`config.mk`:
```
export PLATFORM = sky130hd
export DESIGN_NAME = dcache_control_flat
export DESIGN_NICKNAME = d
export VERILOG_FILES = /design/src/dcache_ctrl_if.sv /design/src/dcache_control.sv /design/src/flat_wrapper.sv
export SDC_FILE = /design/constraint.sdc
export NUM_CORES = 1
export LEC_CHECK = 0
export ABC_AREA = 1
export BUFFER_PORTS_ARGS = -buffer_cell sky130_fd_sc_hd__buf_2
export CAP_MARGIN = 20
export CORE_AREA = 3 3 40 42
export DETAILED_ROUTE_END_ITERATION = 16
export DIE_AREA = 0 0 43 45
export PLACE_DENSITY_LB_ADDON = 0.12
export SYNTH_ARGS = -nofsm -noshare
export SYNTH_HDL_FRONTEND = slang
export SYNTH_SLANG_ARGS = --single-unit
```
`constraint.sdc`:
```
create_clock -name clk -period 1.2 [get_ports clk]
set_input_delay 0 -clock clk [delete_from_list [all_inputs] [get_ports clk]]
set_output_delay 0 -clock clk [all_outputs]
set_load 0.01 [all_outputs]
```
`src/dcache_ctrl_if.sv`:
```
interface dcache_ctrl_if;

	// commands from the controller.
	logic accept;
	logic [1:0] load_data;
	logic [1:0] load_tag;
	logic [1:0] set_valid;
	logic [1:0] set_dirty;
	logic [1:0] clear_dirty;
	logic load_lru;
	logic set_rdata;
	logic read_rdata;
	logic pmem_read;
	logic pmem_write;

	// status from the datapath, all for the registered request.
	logic hit;
	logic [1:0] way_hit;
	logic victim_dirty;
	logic lru_way;
	logic req_write;

	modport ctrl (
		output accept, load_data, load_tag,
		output set_valid, set_dirty, clear_dirty,
		output load_lru, set_rdata, read_rdata,
		output pmem_read, pmem_write,
		input hit, way_hit, victim_dirty, lru_way, req_write
	);

	// the memory read level goes to the top level only.
	modport dp (
		input accept, load_data, load_tag,
		input set_valid, set_dirty, clear_dirty,
		input load_lru, set_rdata, read_rdata,
		input pmem_write,
		output hit, way_hit, victim_dirty, lru_way, req_write
	);

endinterface

```
`src/dcache_control.sv`:
```
module dcache_control (
	input logic clk,
	input logic rst_n,
	input logic cpu_read,
	input logic cpu_write,
	input logic pipe_ready,
	input logic pmem_resp,
	output logic cpu_resp,
	output logic pipe_run,
	dcache_ctrl_if.ctrl ctl
);

	typedef enum logic [2:0] {
		idle,
		hit_check,
		fill,
		write_back,
		hold_rdata
	} dcache_state_t;

	dcache_state_t state;
	dcache_state_t next_state;
	dcache_state_t after_resp;

	logic request;
	logic [1:0] lru_sel;

	// in a response cycle the processor inputs already carry the next request.
	assign request = cpu_read | cpu_write;

	// one-hot select of the way that gets replaced.
	assign lru_sel = {ctl.lru_way, ~ctl.lru_way};

	assign after_resp = !pipe_ready ? hold_rdata : (request ? hit_check : idle);

	always_ff @(posedge clk or negedge rst_n) begin
		if (!rst_n) begin
			state <= idle;
		end else begin
			state <= next_state;
		end
	end

	// ====================
	// next state
	// ====================

	always_comb begin
		next_state = state;
		case (state)
			idle: begin
				if (request) begin
					next_state = hit_check;
				end
			end
			hit_check: begin
				if (ctl.hit) begin
					next_state = after_resp;
				end else if (ctl.victim_dirty) begin
					next_state = write_back;
				end else begin
					next_state = fill;
				end
			end
			write_back: begin
				if (pmem_resp) begin
					next_state = fill;
				end
			end
			fill: begin
				if (pmem_resp) begin
					next_state = after_resp;
				end
			end
			hold_rdata: begin
				next_state = after_resp;
			end
			default: begin
				next_state = idle;
			end
		endcase
	end

	// ====================
	// commands
	// ====================

	always_comb begin
		ctl.accept = 1'b0;
		ctl.load_data = 2'b00;
		ctl.load_tag = 2'b00;
		ctl.set_valid = 2'b00;
		ctl.set_dirty = 2'b00;
		ctl.clear_dirty = 2'b00;
		ctl.load_lru = 1'b0;
		ctl.set_rdata = 1'b0;
		ctl.read_rdata = 1'b0;
		ctl.pmem_read = 1'b0;
		ctl.pmem_write = 1'b0;
		cpu_resp = 1'b0;
		pipe_run = 1'b1;

		case (state)
			idle: begin
				ctl.accept = request;
			end
			hit_check: begin
				if (ctl.hit) begin
					cpu_resp = 1'b1;
					ctl.load_lru = 1'b1;
					ctl.set_rdata = ~pipe_ready;
					ctl.accept = request & pipe_ready;
					if (ctl.req_write) begin
						ctl.load_data = ctl.way_hit;
						ctl.set_dirty = ctl.way_hit;
					end
				end else begin
					pipe_run = 1'b0;
				end
			end
			write_back: begin
				// the victim is clean once memory has taken it.
				pipe_run = 1'b0;
				ctl.pmem_write = 1'b1;
				if (pmem_resp) begin
					ctl.clear_dirty = lru_sel;
				end
			end
			fill: begin
				ctl.pmem_read = 1'b1;
				if (pmem_resp) begin
					ctl.load_data = lru_sel;
					ctl.load_tag = lru_sel;
					ctl.set_valid = lru_sel;
					ctl.load_lru = 1'b1;
					ctl.set_rdata = 1'b1;
					ctl.accept = request & pipe_ready;
					cpu_resp = 1'b1;
					if (ctl.req_write) begin
						ctl.set_dirty = lru_sel;
					end
				end else begin
					pipe_run = 1'b0;
				end
			end
			hold_rdata: begin
				cpu_resp = 1'b1;
				ctl.read_rdata = 1'b1;
				ctl.accept = request & pipe_ready;
			end
			default: begin
				pipe_run = 1'b1;
			end
		endcase
	end

endmodule

```
`src/flat_wrapper.sv`:
```
// flat-port wrapper written by rule: the top's interface ports become plain ports
module dcache_control_flat 
  (clk, rst_n, cpu_read, cpu_write, pipe_ready, pmem_resp, cpu_resp, pipe_run, ctl_accept, ctl_load_data, ctl_load_tag, ctl_set_valid, ctl_set_dirty, ctl_clear_dirty, ctl_load_lru, ctl_set_rdata, ctl_read_rdata, ctl_pmem_read, ctl_pmem_write, ctl_hit, ctl_way_hit, ctl_victim_dirty, ctl_lru_way, ctl_req_write);
  dcache_ctrl_if ctl_i ();
  input logic clk;
  input logic rst_n;
  input logic cpu_read;
  input logic cpu_write;
  input logic pipe_ready;
  input logic pmem_resp;
  output logic cpu_resp;
  output logic pipe_run;
  output wire logic [$bits(ctl_i.accept)-1:0] ctl_accept;
  output wire logic [$bits(ctl_i.load_data)-1:0] ctl_load_data;
  output wire logic [$bits(ctl_i.load_tag)-1:0] ctl_load_tag;
  output wire logic [$bits(ctl_i.set_valid)-1:0] ctl_set_valid;
  output wire logic [$bits(ctl_i.set_dirty)-1:0] ctl_set_dirty;
  output wire logic [$bits(ctl_i.clear_dirty)-1:0] ctl_clear_dirty;
  output wire logic [$bits(ctl_i.load_lru)-1:0] ctl_load_lru;
  output wire logic [$bits(ctl_i.set_rdata)-1:0] ctl_set_rdata;
  output wire logic [$bits(ctl_i.read_rdata)-1:0] ctl_read_rdata;
  output wire logic [$bits(ctl_i.pmem_read)-1:0] ctl_pmem_read;
  output wire logic [$bits(ctl_i.pmem_write)-1:0] ctl_pmem_write;
  input wire logic [$bits(ctl_i.hit)-1:0] ctl_hit;
  input wire logic [$bits(ctl_i.way_hit)-1:0] ctl_way_hit;
  input wire logic [$bits(ctl_i.victim_dirty)-1:0] ctl_victim_dirty;
  input wire logic [$bits(ctl_i.lru_way)-1:0] ctl_lru_way;
  input wire logic [$bits(ctl_i.req_write)-1:0] ctl_req_write;
  assign ctl_accept = ctl_i.accept;
  assign ctl_load_data = ctl_i.load_data;
  assign ctl_load_tag = ctl_i.load_tag;
  assign ctl_set_valid = ctl_i.set_valid;
  assign ctl_set_dirty = ctl_i.set_dirty;
  assign ctl_clear_dirty = ctl_i.clear_dirty;
  assign ctl_load_lru = ctl_i.load_lru;
  assign ctl_set_rdata = ctl_i.set_rdata;
  assign ctl_read_rdata = ctl_i.read_rdata;
  assign ctl_pmem_read = ctl_i.pmem_read;
  assign ctl_pmem_write = ctl_i.pmem_write;
  assign ctl_i.hit = ctl_hit;
  assign ctl_i.way_hit = ctl_way_hit;
  assign ctl_i.victim_dirty = ctl_victim_dirty;
  assign ctl_i.lru_way = ctl_lru_way;
  assign ctl_i.req_write = ctl_req_write;
  dcache_control u_core (.clk(clk), .rst_n(rst_n), .cpu_read(cpu_read), .cpu_write(cpu_write), .pipe_ready(pipe_ready), .pmem_resp(pmem_resp), .cpu_resp(cpu_resp), .pipe_run(pipe_run), .ctl(ctl_i));
endmodule
```
# Word-level counts from Yosys, hierarchy flattened
# Cells that the tools add are included.
totals:
  register_bits: 3
  latchBits: 0
  ramBits: 0
  mem_bits_ro: 0
  inputBits: 12
  mem_count: 0
op_classes:
  addsub: 0
  mul: 0
  n_div: 0
  n_lt_le_gt_ge: 0
  n_eq_ne: 7
  shifts: 0
  mux: 30
  bitwise: 4
  n_reduce_logical: 2
ops:
  columns: ["op", "n"]
  rows:
  - ["$mux W3", 5]
  - ["$pmux W3 S5", 1]
  - ["$mux W2", 7]
  - ["$mux W1", 10]
  - ["$pmux W2 S2", 2]
  - ["$eq A3 B2 Y1 const B", 2]
  - ["$pmux W1 S3", 2]
  - ["$ne A2 B2 Y1 const B", 2]
  - ["$pmux W1 S2", 2]
  - ["$pmux W1 S4", 1]
  - ["$eq A3 B1 Y1 const B", 1]
  - ["$eq A3 B3 Y1 const B", 1]
  - ["$logic_not A3 Y1", 1]
  - ["$reduce_and A3 Y1", 1]
  - ["$ne A2 B1 Y1 const B", 1]
  - ["$not A1 Y1", 2]
  - ["$and A1 B1 Y1", 1]
  - ["$or A1 B1 Y1", 1]

# Longest topological paths before layout
depth:
  ltp_word: 5
  mapped_depth: 8

# Least setup slack after synthesis
# Ideal clock, no wire load.
synth_timing:
  path_type: "register to output"
  from: "register u_core.state[2]"
  to: "output port ctl_clear_dirty[0]"
  t_arrival_ns: 1.115
  required_time_ns: 1.200
  path_slack_ns: 0.085
  stages_incl_launch_ff: 6
  path_buffers: 0
  cell_sequence: "dfrtp_1 nor2_4 inv_2 nor2_2 inv_1 nor3_1"
synth_via:
  elab_chain_len: 2
synth_lines:
  columns: ["element", "line_no", "source"]
  rows:
  - ["start, declared", "dcache_control.sv:21", "dcache_state_t state;"]
  - ["start signal, assigned", "dcache_control.sv:38", "state <= idle;"]
  - ["start signal, assigned", "dcache_control.sv:40", "state <= next_state;"]
  - ["$eq A3 B2 Y1", "dcache_control.sv:103", "case (state)"]
  - ["$mux W2", "dcache_control.sv:103", null]
  - ["end, declared", "flat_wrapper.sv:18", "output wire logic [$bits(ctl_i.clear_dirty)-1:0] ctl_clear_dirty;"]
# Every way passes these cells.

# Worst setup path in the final report
layout_timing:
  from: "register u_core.state[1]"
  to: "output port ctl_accept"
layout_via:
  elab_chain_len: 2
layout_lines:
  columns: ["element", "line_no", "source"]
  rows:
  - ["$eq A3 B3 Y1, or another cell as far along", "dcache_control.sv:103", null]
  - ["$pmux W1 S4 (*)", "dcache_control.sv:103", null]
  - ["end, declared", "flat_wrapper.sv:13", "output wire logic [$bits(ctl_i.accept)-1:0] ctl_accept;"]
# Every way passes the cells marked *; elsewhere a longest branch is shown, timed or not.

==> results by group <==
Outcome
  • Outcome: finished with violations
  • Violations in the final reports: negative setup slack

Critical path
  • Category of the most critical setup path: flop to primary output
  • Cell-by-cell trace of the critical path: inv_2 > nor2_4 > nand2_4 > buf_4 > nand2_1 > nand4_1 > nand3_1 > buf_2
  • CP arrival: 1.36 ns
  • Critical path fanouts, max: 3
  • Delay of the slowest cell on the worst path: 0.34 ns
  • Kind of start point of the critical path: flop
  • R2R Path Start: u_core.state[1]$_DFFE_PN0P_
  • Max stage delay cell, worst path: sky130_fd_sc_hd__dfrtp_1
  • Endpoint required time on the critical path: 1.20 ns
  • Critical path endpoint category: primary output
  • Worst Setup SP: u_core.state[1]$_DFFE_PN0P_

Synth
  • Net count after synthesis: 83
  • Area share of the largest cell type after synthesis: 18.2%
  • Library cells used by synthesis: 18
  • Register bit total from synthesis: 3
  • Leading cell types by total area after synthesis: sky130_fd_sc_hd__dfrtp_1 18%, sky130_fd_sc_hd__nand2_1 16%, sky130_fd_sc_hd__inv_1 13%
  • Average cell area after synthesis: 5.80 µm²
  • Fraction of the yosys area taken by sequential cells: 18.2%
  • Post-synthesis cell count: 71
  • Post-synthesis instance area: 412 µm²
  • Synth Warn #: 0
  • Largest area contributor in the synthesized netlist: sky130_fd_sc_hd__dfrtp_1

Placement
  • Instance count after placement with tap cells included: 113
  • Post-detailed-placement half-perimeter wirelength: 931 µm
  • PortBufs: 29
  • Final weighted congestion in routability-driven placement: 0.757

Power and ir drop
  • Worst vdd ir: 1.11 mV
  • Share of total power in sequential cells: 12.5%
  • LEAKAGE: 0.455 nW
  • Part of the power in combinational logic: 76.8%
  • Power density over the cells: 2290 nW/µm²
  • Power share of the clock group: 10.6%
  • Design internal power: 0.849 mW
  • Net switching share of the total power: 47.7%
  • Net switching power: 0.776 mW

Clocking
  • Clock input transition at the sequential cells of the worst setup and hold paths: 0.04 ns
  • Clock tree from TritonCTS: built
  • Sinks on Clock Net: 3
  • Maximum level of the CTS H-tree: 1
  • Clock buffer depth: 2
  • Root buffer cell: sky130_fd_sc_hd__clkbuf_4
  • Clock buffers created by TritonCTS: 3
  • Clock Latency Late Sink: 0.23 ns

STA
  • Worst max-slew margin expressed relative to the limit: 82.5%
  • Minimum clock period: 1.36 ns
  • Setup repair after global routing missed its margin: true
  • Worst setup slack after layout: -0.160 ns
  • Total count of hold-check failures in the final report: 0
  • Number of max-slew violations in the final report: 0
  • Setup tns final: -1.53 ns
  • Portion of the clock cycle consumed by the worst path in the final layout: 113%
  • Layout Skew: 0.000477 ns
  • Final setup violation count: 18
  • Actual slew at the worst max-slew pin: 0.262 ns
  • Fmax: 736 MHz

GRT
  • Gr usage total: 12.9%
  • Antenna violations before repair: 0
  • Global-route wire length before repair: 1910 µm
  • Sum of overflow across all layers after global routing: 0
  • Number of global-route vias before repair: 499
  • Pin count of the biggest net entering global routing: 7

Detailed routing
  • DR vias: 538
  • Final ANT Viol Nets: 0
  • Via-to-Cell Ratio: 4.34
  • Number of search-and-repair iterations in the first detailed-routing pass: 4
  • Post-DR wirelength/cell: 9.39 µm
  • DRC viols: 0
  • Number of violations reported at the end of detailed-routing iteration 0: 6
  • Total wire length: 1160 µm

Die
  • Die span in x: 43 µm
  • Die ar.: 1940 µm²
  • Starting Density: 32.0%
  • Number of cell rows: 13
  • Boundary Pins: 30
  • Chip height: 45 µm
  • Area of the core: 1280 µm²

Finish
  • Fill cells: 133
  • Max reg flops: 3
  • P&R area growth vs syn: 72.0%
  • Layout cell share with drive strength beyond 1: 56.9%
  • Post-route non-filler standard cell count: 124
  • # diodes: 0
  • Most flops, register: u_core.state
  • Biggest regs: u_core.state x3
  • Number of nets at the end of the flow: 122

Worst hold path
  • Kind of path behind the tightest hold check: primary input to asynchronous set/reset pin

Run
  • Number of max-cap violations: 0
cell type report:
| type | instances | area, µm² | area share (%) |
|---|---|---|---|
| inverter | 20 | 75.1 | 10.6 |
| clock buffer | 4 | 26.3 | 3.71 |
| timing repair buffer | 36 | 234 | 33.0 |
| sequential | 3 | 75.1 | 10.6 |
| tap | 15 | 18.8 | 2.65 |
| multi-input combinational | 46 | 279 | 39.4 |
worst paths after layout:
check	to	slack (ns)	cells past startpoint
min reg2reg	u_core.state[0]$_DFFE_PN0P_	0.69	5
max reg2reg	u_core.state[0]$_DFFE_PN0P_	-0.04	10
max in group asynchronous	u_core.state[0]$_DFFE_PN0P_	1.00	2
min in group clk	u_core.state[2]$_DFFE_PN0P_	0.16	5
min	u_core.state[2]$_DFFE_PN0P_	0.1	2
max	ctl_accept	-0.16	8
critical path: cells and delay by family (launching register included):
kind          cells  cell delay [ns]
flops             1             0.34
buf+inv           3             0.34
simple gates      5             0.45
per-layer routing:
layer / part of all wire [%] / wire (µm) / vias up / global-route usage, %
met2: 49 / 571 / 17 / 21.9
li1: - / - / 286 / -
met5: 0 / 0 / - / 0
met3: 6.9 / 80 / 0 / 2.39
met1: 44 / 512 / 235 / 15.5
met4: 0 / 0 / 0 / 7.23
kinds of logic after synthesis:
group / count (synthesis) / share of synthesized area, %
and+or+nand+nor: 40 / 51.7
DFF: 3 / 18.2
AOI/OAI and AO/OA: 6 / 8.21
buffers and inverters: 22 / 21.9
repair_timing:
item | CTS | global route
hold buffers | 2 | 0
resized for setup | 10 | 5
endpoints found under the hold margin | 4 | 0
endpoints found under the setup margin | 15 | 19
setup buffers | 5 | 0
pin swaps | 12 | 5
metrics by stage:
| step | total power [mW] | instance area (µm²) | hold slack (ns) | setup WS (ns) | util (%) |
|---|---|---|---|---|---|
| after CTS | 1.63 | 692 | 0.0838 | -0.177 | 53.8 |
| after detailed placement | 1.15 | 561 | -0.203 | 0.0432 | 43.6 |
| final | 1.62 | 708 | 0.0951 | -0.160 | 55.1 |
| after global routing | 1.78 | 708 | 0.116 | -0.253 | 55.1 |
| after global placement | 1.15 | 561 | -0.203 | 0.0579 | 43.6 |
| after floorplan | 0.866 | 412 | -0.296 | 0.0849 | - |
layout by cell type (no fill, tap or decap), drive strengths merged:
cell	netlist	routed
or2	1	1
nor3	3	3
dfrtp	3	3
nand4	1	1
o21ai	3	3
buf	2	34
clkbuf	0	4
inv	20	20
dlygate4sd3	0	2
nor2	7	7
nand3	7	7
nand2	21	21
a21oi	3	3
synthesized netlist by cell type:
| library cell | n |
|---|---|
| sky130_fd_sc_hd__inv_2 | 6 |
| sky130_fd_sc_hd__nand2_4 | 1 |
| sky130_fd_sc_hd__inv_1 | 14 |
| sky130_fd_sc_hd__nand3_2 | 1 |
| sky130_fd_sc_hd__nand3_1 | 6 |
| sky130_fd_sc_hd__nor3_1 | 3 |
| sky130_fd_sc_hd__nor2_1 | 3 |
| sky130_fd_sc_hd__nor2_4 | 3 |
| sky130_fd_sc_hd__nor2_2 | 1 |
| sky130_fd_sc_hd__a21oi_2 | 1 |
| sky130_fd_sc_hd__nand2_2 | 3 |
| sky130_fd_sc_hd__nand2_1 | 17 |
| sky130_fd_sc_hd__nand4_1 | 1 |
| sky130_fd_sc_hd__a21oi_1 | 2 |
| sky130_fd_sc_hd__or2_2 | 1 |
| sky130_fd_sc_hd__dfrtp_1 | 3 |
| sky130_fd_sc_hd__buf_4 | 2 |
| sky130_fd_sc_hd__o21ai_0 | 3 |
power groups by stage:
stage,registers [mW],clock network [mW],logic [mW]
floorplan,0.190,0,0.676
global placement,0.195,0,0.954
detailed placement,0.195,0,0.954
CTS,0.199,0.182,1.24
global route,0.210,0.197,1.37
finish,0.204,0.173,1.25
(Power assumes the default switching activity.)
